===== src/calc_pkg.sv =====
`default_nettype none

package calc_pkg;

    // Value widths
    typedef logic [15:0] operand_t;     // Operand or result, unsigned mod 2^16
    typedef logic [3:0]  digit_t;       // One decimal key, 0 to 9
    typedef logic [2:0]  op_onehot_t;   // Raw operator keys, one-hot

    // Operator key codes as they arrive from the keypad
    localparam op_onehot_t KEY_ADD = 3'b001;   // Bit 0
    localparam op_onehot_t KEY_SUB = 3'b010;   // Bit 1
    localparam op_onehot_t KEY_MUL = 3'b100;   // Bit 2

    // Decoded operator, latched by the controller
    typedef enum logic [1:0] {
        OP_ADD = 2'd0,
        OP_SUB = 2'd1,
        OP_MUL = 2'd2
    } op_kind_t;

    // Controller FSM
    typedef enum logic [2:0] {
        S_GET_FIRST  = 3'd0,    // Digits go to operand a
        S_GET_SECOND = 3'd1,    // Digits go to operand b
        S_DISPATCH   = 3'd2,    // One start strobe
        S_WAIT       = 3'd3,    // Until the unit finishes
        S_SHOW       = 3'd4     // Complete pulse, then clear
    } ctrl_state_t;

    // Request seen by both arithmetic units, 34 bits
    typedef struct packed {
        operand_t a;            // First operand
        operand_t b;            // Second operand
        op_kind_t op;           // Which operation
    } calc_req_t;

endpackage

`default_nettype wire

===== src/calc_top.sv =====
`default_nettype none
`timescale 1ns/10ps

module calc_top import calc_pkg::*; (
    input  logic       clk,
    input  logic       nRST,
    input  logic       key_strobe,      // One-cycle digit strobe
    input  digit_t     key_digit,
    input  op_onehot_t operator_input,  // Level
    input  logic       equal_input,     // One-cycle pulse
    output logic       complete,
    output operand_t   display_output,
    output logic       busy
);

    logic      entry_sel;
    logic      entry_clear;
    operand_t  a_value;
    operand_t  b_value;
    calc_req_t req;         // Shared by both units
    logic      add_start;
    logic      add_finish;
    operand_t  add_result;
    logic      mul_start;
    logic      mul_finish;
    operand_t  mul_result;

    // Sequencing
    calc_controller u_ctrl (
        .clk(clk), .nRST(nRST),
        .key_strobe(key_strobe), .operator_input(operator_input),
        .equal_input(equal_input),
        .a_value(a_value), .b_value(b_value),
        .add_finish(add_finish), .mul_finish(mul_finish),
        .add_result(add_result), .mul_result(mul_result),
        .entry_sel(entry_sel), .entry_clear(entry_clear), .req(req),
        .add_start(add_start), .mul_start(mul_start),
        .complete(complete), .display_output(display_output), .busy(busy)
    );

    // Operand accumulation
    digit_entry u_entry (
        .clk(clk), .nRST(nRST),
        .key_strobe(key_strobe), .key_digit(key_digit),
        .entry_sel(entry_sel), .entry_clear(entry_clear),
        .a_value(a_value), .b_value(b_value)
    );

    // Add and subtract, 1 cycle
    add_sub_unit u_addsub (
        .clk(clk), .nRST(nRST), .start(add_start), .req(req),
        .result(add_result), .finish(add_finish)
    );

    // Multiply, 16 cycles
    shift_add_multiplier u_mul (
        .clk(clk), .nRST(nRST), .start(mul_start), .req(req),
        .result(mul_result), .finish(mul_finish)
    );

endmodule

`default_nettype wire


===== src/calc_controller.sv =====
`default_nettype none
`timescale 1ns/10ps

module calc_controller import calc_pkg::*; (
    input  logic       clk,
    input  logic       nRST,
    input  logic       key_strobe,      // Digit key this cycle
    input  op_onehot_t operator_input,  // Level, sampled in S_GET_FIRST
    input  logic       equal_input,     // One-cycle pulse
    input  operand_t   a_value,         // From digit_entry
    input  operand_t   b_value,
    input  logic       add_finish,
    input  logic       mul_finish,
    input  operand_t   add_result,
    input  operand_t   mul_result,
    output logic       entry_sel,       // 0 = a, 1 = b
    output logic       entry_clear,     // Zero both operands
    output calc_req_t  req,             // To both units
    output logic       add_start,
    output logic       mul_start,
    output logic       complete,        // Pulse in S_SHOW
    output operand_t   display_output,  // Held until next result
    output logic       busy             // S_DISPATCH or S_WAIT
);

    ctrl_state_t state;         // Current FSM state
    ctrl_state_t next_state;
    op_kind_t    op_q;          // Latched operator
    op_kind_t    op_decoded;    // From the raw keys
    logic        op_valid;      // Exactly one operator key
    logic        unit_finish;   // Finish of the unit that was started
    operand_t    unit_result;

    // Operator decode, zero or multi-bit codes are rejected
    always_comb begin
        op_valid   = 1'b1;
        op_decoded = OP_ADD;
        case (operator_input)
            KEY_ADD: op_decoded = OP_ADD;
            KEY_SUB: op_decoded = OP_SUB;
            KEY_MUL: op_decoded = OP_MUL;
            default: op_valid = 1'b0;
        endcase
    end

    // Pick the running unit
    assign unit_finish = (op_q == OP_MUL) ? mul_finish : add_finish;
    assign unit_result = (op_q == OP_MUL) ? mul_result : add_result;

    // Next state
    always_comb begin
        next_state = state;
        case (state)
            S_GET_FIRST: begin
                // A digit in the same cycle goes first; the level is seen next cycle
                if (op_valid && !key_strobe) begin
                    next_state = S_GET_SECOND;
                end
            end
            S_GET_SECOND: begin
                if (equal_input) begin
                    next_state = S_DISPATCH;
                end
            end
            S_DISPATCH: next_state = S_WAIT;       // Start issued here
            S_WAIT: begin
                if (unit_finish) begin
                    next_state = S_SHOW;
                end
            end
            S_SHOW:  next_state = S_GET_FIRST;
            default: next_state = S_GET_FIRST;
        endcase
    end

    // State and operator registers
    always_ff @(posedge clk, posedge nRST) begin
        if (nRST) begin
            state <= S_GET_FIRST;
            op_q  <= OP_ADD;
        end else begin
            state <= next_state;
            if (state == S_GET_FIRST && next_state == S_GET_SECOND) begin
                op_q <= op_decoded;     // Latch on the move to b
            end
        end
    end

    // Display register
    always_ff @(posedge clk, posedge nRST) begin
        if (nRST) begin
            display_output <= '0;
        end else if (state == S_WAIT && unit_finish) begin
            display_output <= unit_result;  // Result only valid with finish
        end
    end

    // Request straight from the operand registers
    assign req = '{a: a_value, b: b_value, op: op_q};

    // Strobes and levels
    assign entry_sel   = (state == S_GET_SECOND);
    assign entry_clear = (state == S_SHOW);     // Takes effect leaving S_SHOW
    assign add_start   = (state == S_DISPATCH) && (op_q != OP_MUL);
    assign mul_start   = (state == S_DISPATCH) && (op_q == OP_MUL);
    assign complete    = (state == S_SHOW);
    assign busy        = (state == S_DISPATCH) || (state == S_WAIT);

    // Only one unit runs per calculation
    a_one_start: assert property (
        @(posedge clk) disable iff (nRST)
        !(add_start && mul_start)
    ) else $error("calc_controller: both units started");

    // A finish outside S_WAIT would be a unit answering out of turn
    a_finish_in_wait: assert property (
        @(posedge clk) disable iff (nRST)
        unit_finish |-> (state == S_WAIT)
    ) else $error("calc_controller: finish outside S_WAIT");

endmodule

`default_nettype wire


===== src/shift_add_multiplier.sv =====
`default_nettype none
`timescale 1ns/10ps

module shift_add_multiplier import calc_pkg::*; (
    input  logic      clk,
    input  logic      nRST,
    input  logic      start,    // One-cycle request, only when idle
    input  calc_req_t req,      // a and b sampled with start
    output operand_t  result,   // Low 16 bits of a * b
    output logic      finish    // 16 cycles after start
);

    operand_t   acc;        // Partial product, low 16 bits kept
    operand_t   mcand;      // Multiplicand, shifts left each step
    operand_t   mplier;     // Multiplier, shifts right each step
    logic [3:0] bits_left;  // Multiplier bits still to go
    logic       running;    // Busy with a product

    // Control: bit 0 is taken on the start edge, 15 more edges follow
    always_ff @(posedge clk, posedge nRST) begin
        if (nRST) begin
            running   <= 1'b0;
            bits_left <= '0;
            finish    <= 1'b0;
        end else begin
            finish <= 1'b0;                 // Default low, pulse only
            if (start) begin
                running   <= 1'b1;
                bits_left <= 4'd15;
            end else if (running) begin
                bits_left <= bits_left - 4'd1;
                if (bits_left == 4'd1) begin    // Last bit this edge
                    running <= 1'b0;
                    finish  <= 1'b1;
                end
            end
        end
    end

    // Datapath
    always_ff @(posedge clk) begin
        if (start) begin
            acc    <= req.b[0] ? req.a : '0;    // Bit 0 partial product
            mcand  <= req.a << 1;
            mplier <= req.b >> 1;
        end else if (running) begin
            if (mplier[0]) begin
                acc <= acc + mcand;             // Wraps mod 2^16
            end
            mcand  <= mcand << 1;               // High bits fall off
            mplier <= mplier >> 1;
        end
    end

    assign result = acc;

    // No back-pressure here, a second start would corrupt the product
    a_start_idle: assert property (
        @(posedge clk) disable iff (nRST)
        start |-> !running
    ) else $error("shift_add_multiplier: start while busy");

    // Finish exactly 16 cycles after an accepted start
    a_latency: assert property (
        @(posedge clk) disable iff (nRST)
        start |-> ##16 finish
    ) else $error("shift_add_multiplier: finish not 16 cycles after start");

endmodule

`default_nettype wire


===== src/add_sub_unit.sv =====
`default_nettype none
`timescale 1ns/10ps

module add_sub_unit import calc_pkg::*; (
    input  logic      clk,
    input  logic      nRST,
    input  logic      start,    // One-cycle request
    input  calc_req_t req,      // Sampled with start
    output operand_t  result,   // Valid while finish is high
    output logic      finish    // One cycle after start
);

    operand_t sum;      // a + b mod 2^16
    operand_t diff;     // a - b, wraps below zero

    assign sum  = req.a + req.b;
    assign diff = req.a - req.b;

    // Finish strobe trails start by one edge
    always_ff @(posedge clk, posedge nRST) begin
        if (nRST) begin
            finish <= 1'b0;
        end else begin
            finish <= start;
        end
    end

    // Result register
    always_ff @(posedge clk) begin
        if (start) begin
            result <= (req.op == OP_SUB) ? diff : sum;
        end
    end

    // Controller waits between requests, so finish is always isolated
    a_finish_single: assert property (
        @(posedge clk) disable iff (nRST)
        finish |=> !finish
    ) else $error("add_sub_unit: finish high two cycles in a row");

    // Multiply requests go to the other unit
    a_no_mul_req: assert property (
        @(posedge clk) disable iff (nRST)
        start |-> (req.op != OP_MUL)
    ) else $error("add_sub_unit: started with a multiply request");

endmodule

`default_nettype wire


===== src/digit_entry.sv =====
`default_nettype none
`timescale 1ns/10ps

module digit_entry import calc_pkg::*; (
    input  logic     clk,
    input  logic     nRST,
    input  logic     key_strobe,    // One cycle per key press
    input  digit_t   key_digit,     // Valid with key_strobe
    input  logic     entry_sel,     // 0 selects a, 1 selects b
    input  logic     entry_clear,   // Zero both operands
    output operand_t a_value,
    output operand_t b_value
);

    operand_t cur_value;    // Operand being keyed in
    operand_t times_ten;    // cur_value * 10, wrapped
    operand_t next_value;   // After the new digit

    // Selected operand
    assign cur_value = entry_sel ? b_value : a_value;

    // x*10 = x*8 + x*2 with carries above bit 15 dropped
    assign times_ten  = (cur_value << 3) + (cur_value << 1);
    assign next_value = times_ten + operand_t'(key_digit);   // Digit zero-extended

    // Operand registers
    always_ff @(posedge clk, posedge nRST) begin
        if (nRST) begin
            a_value <= '0;
            b_value <= '0;
        end else if (entry_clear) begin     // Clear wins over a late key
            a_value <= '0;
            b_value <= '0;
        end else if (key_strobe) begin
            if (entry_sel) begin
                b_value <= next_value;
            end else begin
                a_value <= next_value;
            end
        end
    end

    // Keypad only ever sends decimal digits
    a_digit_range: assert property (
        @(posedge clk) disable iff (nRST)
        key_strobe |-> (key_digit <= digit_t'(9))
    ) else $error("digit_entry: key_digit %0d out of range", key_digit);

endmodule

`default_nettype wire


===== config.mk =====
export PLATFORM = sky130hd
export DESIGN_NAME = calc_top
export DESIGN_NICKNAME = d
export VERILOG_FILES = /design/src/calc_pkg.sv /design/src/calc_top.sv /design/src/calc_controller.sv /design/src/shift_add_multiplier.sv /design/src/add_sub_unit.sv /design/src/digit_entry.sv
export SDC_FILE = /design/constraint.sdc
export NUM_CORES = 1
export LEC_CHECK = 0
export BUFFER_PORTS_ARGS = -buffer_cell sky130_fd_sc_hd__buf_4
export CORE_MARGIN = 3
export CORE_UTILIZATION = 55
export CTS_CLUSTER_SIZE = 28
export DETAILED_ROUTE_END_ITERATION = 16
export GPL_TIMING_DRIVEN = 0
export PLACE_DENSITY = 0.72
export SLEW_MARGIN = 15
export SYNTH_ARGS = -nofsm -noshare
export SYNTH_HDL_FRONTEND = slang
export SYNTH_SLANG_ARGS = --single-unit

===== constraint.sdc =====
create_clock -name clk -period 10 [get_ports clk]
set_clock_uncertainty 0.05 [all_clocks]
set_input_delay 1 -clock clk [delete_from_list [all_inputs] [get_ports clk]]
set_output_delay 1 -clock clk [all_outputs]
set_load 0.02 [all_outputs]

; Word level (Yosys, flattened, before mapping)
; Index checks and enable logic that the tools add are counted.
[totals]
out_inout_bits = 18
ff_bits = 122
wordCells = 80
in_bits = 11
[op_classes]
n_reduce_logical = 16
eq_ne = 13
add_sub_neg = 6
n_mux = 32
[ops]
columns = operator, count
row1 = $mux W16, 14
row2 = $add A16 B16 Y16, 3
row3 = $mux W15, 3
row4 = $add A16 B4 Y16, 1
row5 = $sub A16 B16 Y16, 1
row6 = $pmux W3 S4, 1
row7 = $eq A3 B1 Y1 const B, 3
row8 = $eq A3 B2 Y1 const B, 3
row9 = $mux W3, 3
row10 = $mux W1, 8
row11 = $mux W4, 2
row12 = $reduce_bool A2 Y1, 4
row13 = $eq A3 B3 Y1 const B, 2
row14 = $reduce_and A2 Y1, 3
row15 = $logic_and A1 B1 Y1, 5
row16 = $eq A4 B1 Y1 const B, 1
row17 = $ne A2 B2 Y1 const B, 2
row18 = $pmux W2 S2, 1
row19 = $sub A4 B1 Y4 const B, 1
row20 = $logic_not A3 Y1, 1
row21 = $reduce_or A3 Y1, 1
row22 = $eq A2 B1 Y1 const B, 1
row23 = $eq A2 B2 Y1 const B, 1
row24 = $logic_not A1 Y1, 1
row25 = $logic_or A1 B1 Y1, 1

; Logic depth before layout (Yosys ltp)
[depth]
word_depth = 8
mapped_depth = 16
ltp_nobuf = 14

; By module
; Synthesis repeated with hierarchy kept, for this count alone.
[unflattened]
cells_unflattened = 761
hier_area_um2 = 8104.0
[by_module_without_submodules]
columns = mod, cells_per_inst, area_each_um2, n_inst, seq_area_each_um2
row1 = shift_add_multiplier, 241, 2886.5, 1, 1531.5
row2 = digit_entry, 234, 2245.9, 1, 800.8
row3 = add_sub_unit, 166, 1586.5, 1, 505.5
row4 = calc_controller, 120, 1385.1, 1, 525.5

; Least setup slack after synthesis
; OpenSTA, ideal clock, no wires.
[synth_path]
path_kind = register -> register
startpoint = reg u_ctrl.state[1]
endpoint = reg u_entry.b_value[14]
t_required_ns = 9.817
period_less_slack_ns = 3.877
setup_slack_ns = 6.123
arrival_time_ns = 3.694
path_stages_with_launch = 15
path_buffers = 2
setup_time_ns = 0.133
cell_sequence = dfrtp_1 > nand2b_1 > nor2_1 > buf_2 > buf_2 > mux2_1 > fa_1 > fa_1 > a211oi_2 > o21bai_1 > a31o_1 > a41o_1 > o31ai_2 > xor2_1 > a21oi_1
[synth_between]
elab_chain_len = 7
word_cells_on_any_way = 11
classes_between = 2 x add/sub / 2 x eq/ne / 4 x mux / 3 x reduce/logical
[synth_lines]
columns = item, line
row1 = start: declaration, calc_controller.sv:26  ; ctrl_state_t state;
row2 = start signal: assignment, calc_controller.sv:82  ; state <= next_state;
row3 = $eq A3 B1 Y1, calc_controller.sv:102  ; assign entry_sel = (state == S_GET_SECOND);
row4 = $mux W15, digit_entry.sv:20  ; assign cur_value = entry_sel ? b_value : a_value;
row5 = $add A16 B16 Y16, digit_entry.sv:23  ; assign times_ten = (cur_value << 3) + (cur_value << 1);
row6 = $add A16 B4 Y16, digit_entry.sv:24  ; assign next_value = times_ten + operand_t'(key_digit);
row7 = $mux W16, digit_entry.sv:35  ; if (entry_sel) begin
row8 = $mux W16, digit_entry.sv:34  ; end else if (key_strobe) begin
row9 = $mux W16, digit_entry.sv:31  ; end else if (entry_clear) begin
row10 = end signal: assignment, digit_entry.sv:36  ; b_value <= next_value;
row11 = end: declaration, digit_entry.sv:12  ; output operand_t b_value
; Several ways; a longest one is shown, not always the timed one. The select of a mux whose other input is x is not followed.
; A chain may end at the register's enable or synchronous reset.

; Worst setup path after layout
; Ends and elaborated chain as after synthesis.

==> run summary <==
STA classifies the critical path endpoint as a flop. Summed over all layers, the routed wires come to 17.9 mm. The worst hold path belongs to the class reg -> reg. The arrival time at the worst endpoint came out at 4630 ps.

The initial standard-cell utilization of the core is 0.564. The number of distinct library cells after synthesis is 57. The final antenna-violating net count is 0. The internal power of the cells came out at 1270 µW. IR analysis of the VDD net gives a maximum drop of 0.206 mV. The power per standard cell area came out at 224 mW/mm². The synthesized area per cell is 9.72 µm². The longest clock path from root to sink contains 2 buffers. The met3 usage came out at 0.0447.

The post-synthesis register bit count is 122. The vertical extent of the die is 123 µm. The mapped cell area is 0.00750 mm².

The cell sitting at the root of the clock tree is a clkbuf_16. The area fraction of the dominant cell type after synthesis is 0.248. The antenna diode count came out at 0.

The number of buffers inserted to repair setup after CTS is 0. The critical-path maximum fanout came out at 10. The static leakage came out at 0.00376 µW. Ranked by total cell area, the synthesized netlist is headed by edfxtp_1, dfrtp_1, ha_1. The slowest stage of the critical path is the fa_1 cell. Entering global routing, the biggest net connects 61 pins.

The core region area is 0.0133 mm². The part of the total power dissipated in sequential elements came out at 0.330. The number of clock buffers inserted by TritonCTS came out at 17.

The final count of pins violating max slew came out at 0. The number of enable-type register cells in the synthesized netlist is 62. The switching part of the total came out at 0.337. The number of I/O pins came out at 29. The critical path is of the reg -> reg type. The cell count after synthesis is 771. The number of placement rows came out at 42.

The layer with the highest usage is met2. The fraction of power consumed by the clock network is 0.314. The CTS sink count is 122. The die covers 0.0151 mm². For this run, the total global-route usage over all layers was measured as 0.252.

The flip-flop cell with the highest count after synthesis is edfxtp_1. The post-cts hold buffer count is 0. The average wire per cell in the routed design is 17.8 µm.

The count of buffering cells on the critical path with inverters included is 2. The number of remaining DRC errors came out at 0. The flow ran to the end, and the final reports show no timing, DRC or antenna violations. At the end of routability-driven placement, the weighted congestion stood at 0.873. The insertion delay to the later sink of the worst-skew pair is 420 ps. Setup repair after global routing left no endpoint under its margin. The share of total power in combinational logic is 0.356. The post-route fraction of the period consumed by the critical path came out at 0.439. The time the worst path needs with I/O delays and setup is 4390 ps. The post-cts sizing count is 0. From synthesis to final layout, the design area changed by 13.6%.

The average vias per placed instance is 5.84. The setup TNS came out at 0 ps. STA classifies the critical path startpoint as a flop.

The via count of the first global-routing pass was 5891. The total number of nets in the final design came out at 893. Headroom to the max-slew limit came out at 0.449.

The net load switching power is 643 µW. The wire length of the first global-routing pass is 29.2 mm. Setup violations remaining at the end of the flow were counted as 0. Detailed placement finished with a half-perimeter wire length of 13.3 mm. The quantity of I/O buffers inserted on ports came out at 28.

The biggest area contributor in the post-synthesis netlist is edfxtp_1. The global route total overflow is 0. Detailed routing inserted a total of 5883 vias.

For this run, the number of Yosys warnings is 0. The required time of the critical path is 10240 ps. The max-capacitance violation count is 0.

Among cell families on the critical path, the largest total delay comes from compound AO/OA/AOI/OAI gates. The final cell utilization of the core came out at 0.641. The pin slew with the least headroom to its limit is 827 ps. Counting flops with an async set or reset pin after synthesis yields a share of 0.492. Measured along the x axis, the die boundary spans 123 µm. The critical path goes through nand2b_1 > nor2_1 > buf_2 > buf_2 > mux2_1 > fa_1 > fa_1 > a211oi_2 > o21bai_1 > a31o_1 > a41o_1 > o31ai_2 > xor2_1 > a21oi_1.

The clock transition at the registers of the reported paths is 50 ps. The fraction of the yosys area taken by sequential cells came out at 0.449. Of the cells placed in the final design, the portion with a size suffix greater than 1 is 0.106.

The met2 usage is 0.433. The clock tree from TritonCTS is done. The final number of hold-violating endpoints is 0. The synthesized netlist net count came out at 845. The filler cell count in the final layout is 1075.

The starting DRC count in detailed routing came out at 544. The number of H-tree levels is 4. The detailed-router iteration count before antenna repair is 6. The worst stage delay on the critical path is 520 ps. The maximum achievable frequency came out at 0.228 GHz.

The number of antenna violations at the first check in global routing was 0. The fraction of met1 tracks used by global routing is 0.319.
-- logic make-up (layout without fill, tap and decap cells) --
logic type	count (synthesis)	count (layout)	share of synthesized area
simple gates	264	264	0.150
compound gates	182	182	0.153
flops	122	122	0.449
fa+ha+maj	63	63	0.109
xor+xnor	58	58	0.0678
buf+inv	50	111	0.0264
mux	32	32	0.0452
-- power by group through the flow --
stage               Combinational [µW]  Sequential (µW)  Clock, µW
floorplan                          551              611          0
global placement                   640              635          0
detailed placement                 676              637          0
CTS                                678              628        604
global route                       765              633        626
finish                             680              630        601
-- layout by cell type (no fill, tap or decap), types with 5 or more instances in the layout --
| cell type | n |
|---|---|
| o21ai_1 | 29 |
| nor2_1 | 50 |
| clkinv_2 | 5 |
| edfxtp_1 | 62 |
| a21o_1 | 23 |
| nor3_1 | 7 |
| mux2_2 | 8 |
| nor2b_1 | 5 |
| clkbuf_1 | 27 |
| buf_4 | 29 |
| o31ai_1 | 5 |
| mux2i_1 | 17 |
| nand3_1 | 21 |
| a22o_1 | 8 |
| o21ai_0 | 17 |
| clkbuf_16 | 17 |
| dfrtp_1 | 60 |
| a21oi_1 | 66 |
| nand2b_1 | 10 |
| nand2_1 | 151 |
| ha_1 | 59 |
| xnor2_1 | 34 |
| xor2_1 | 24 |
| mux2_1 | 7 |
| inv_1 | 15 |
| buf_2 | 8 |
-- flip-flops by register name, summed over array words and instances, names as in the netlist --
register / cells
u_mul.mplier: 15
u_addsub.finish: 1
u_mul.result: 16
u_addsub.result: 16
u_ctrl.display_output: 16
u_mul.finish: 1
u_entry.a_value: 16
u_ctrl.op_q: 2
u_entry.b_value: 16
u_mul.running: 1
u_mul.mcand: 15
u_mul.bits_left: 4
u_ctrl.state: 3
-- area by class of cell --
class / count / area (µm²) / share of cell area
multi-input combinational: 599 / 3940 / 0.463
sequential: 122 / 3360 / 0.395
clock buffer: 23 / 478 / 0.0561
tap: 176 / 220 / 0.0258
timing repair buffer: 29 / 218 / 0.0256
buffer: 32 / 130 / 0.0153
clock inverter: 9 / 96.3 / 0.0113
inverter: 18 / 70.1 / 0.00822
-- Yosys cell counts, types with 17 or more instances --
| master | count |
|---|---|
| o21ai_1 | 29 |
| xnor2_1 | 34 |
| mux2i_1 | 17 |
| xor2_1 | 24 |
| nor2_1 | 50 |
| dfrtp_1 | 60 |
| a21o_1 | 23 |
| a21oi_1 | 66 |
| clkbuf_1 | 24 |
| o21ai_0 | 17 |
| edfxtp_1 | 62 |
| nand3_1 | 21 |
| ha_1 | 59 |
| nand2_1 | 151 |
-- worst paths after layout --
| kind | start | endpoint | slack [ps] | cells past startpoint |
|---|---|---|---|---|
| max | u_ctrl.state[1]$_DFF_PP0_ | u_entry.b_value[14]$_DFFE_PP0P_ | 5610 | 14 |
| min | u_entry.a_value[0]$_DFFE_PP0P_ | u_entry.a_value[0]$_DFFE_PP0P_ | 460 | 2 |
| max reg2reg | u_ctrl.state[1]$_DFF_PP0_ | u_entry.b_value[14]$_DFFE_PP0P_ | 5610 | 14 |
| min reg2reg | u_entry.a_value[0]$_DFFE_PP0P_ | u_entry.a_value[0]$_DFFE_PP0P_ | 460 | 2 |
| max in group asynchronous | nRST | u_ctrl.display_output[13]$_DFFE_PP0P_ | 8740 | 2 |
| min in group asynchronous | nRST | u_entry.b_value[1]$_DFFE_PP0P_ | 670 | 2 |
-- tightest hold or removal path: cells and delay by family (launching register included) --
| family | cells | cell delay, ps |
|---|---|---|
| compound gates | 1 | 60 |
| flops | 1 | 360 |
| simple gates | 1 | 50 |
-- stage by stage --
step	hold WS, ps	setup slack (ps)	total power, µW	cell area, µm²	instances
2_1_floorplan	427	6120	1160	7500	771
4_1_cts	467	5620	1910	8520	1008
5_1_grt	485	5350	2020	8520	1008
3_3_place_gp	444	5710	1270	7930	975
3_5_place_dp	454	5630	1310	7950	976
6_report	462	5610	1910	8520	1008
-- per-layer routing --
metal / part of all wire / vias to the layer above
met5: 0 / -
met4: 0.017 / 0
met3: 0.043 / 27
met2: 0.50 / 179
met1: 0.44 / 2837
li1: - / 2840
(Power assumes the default switching activity.)
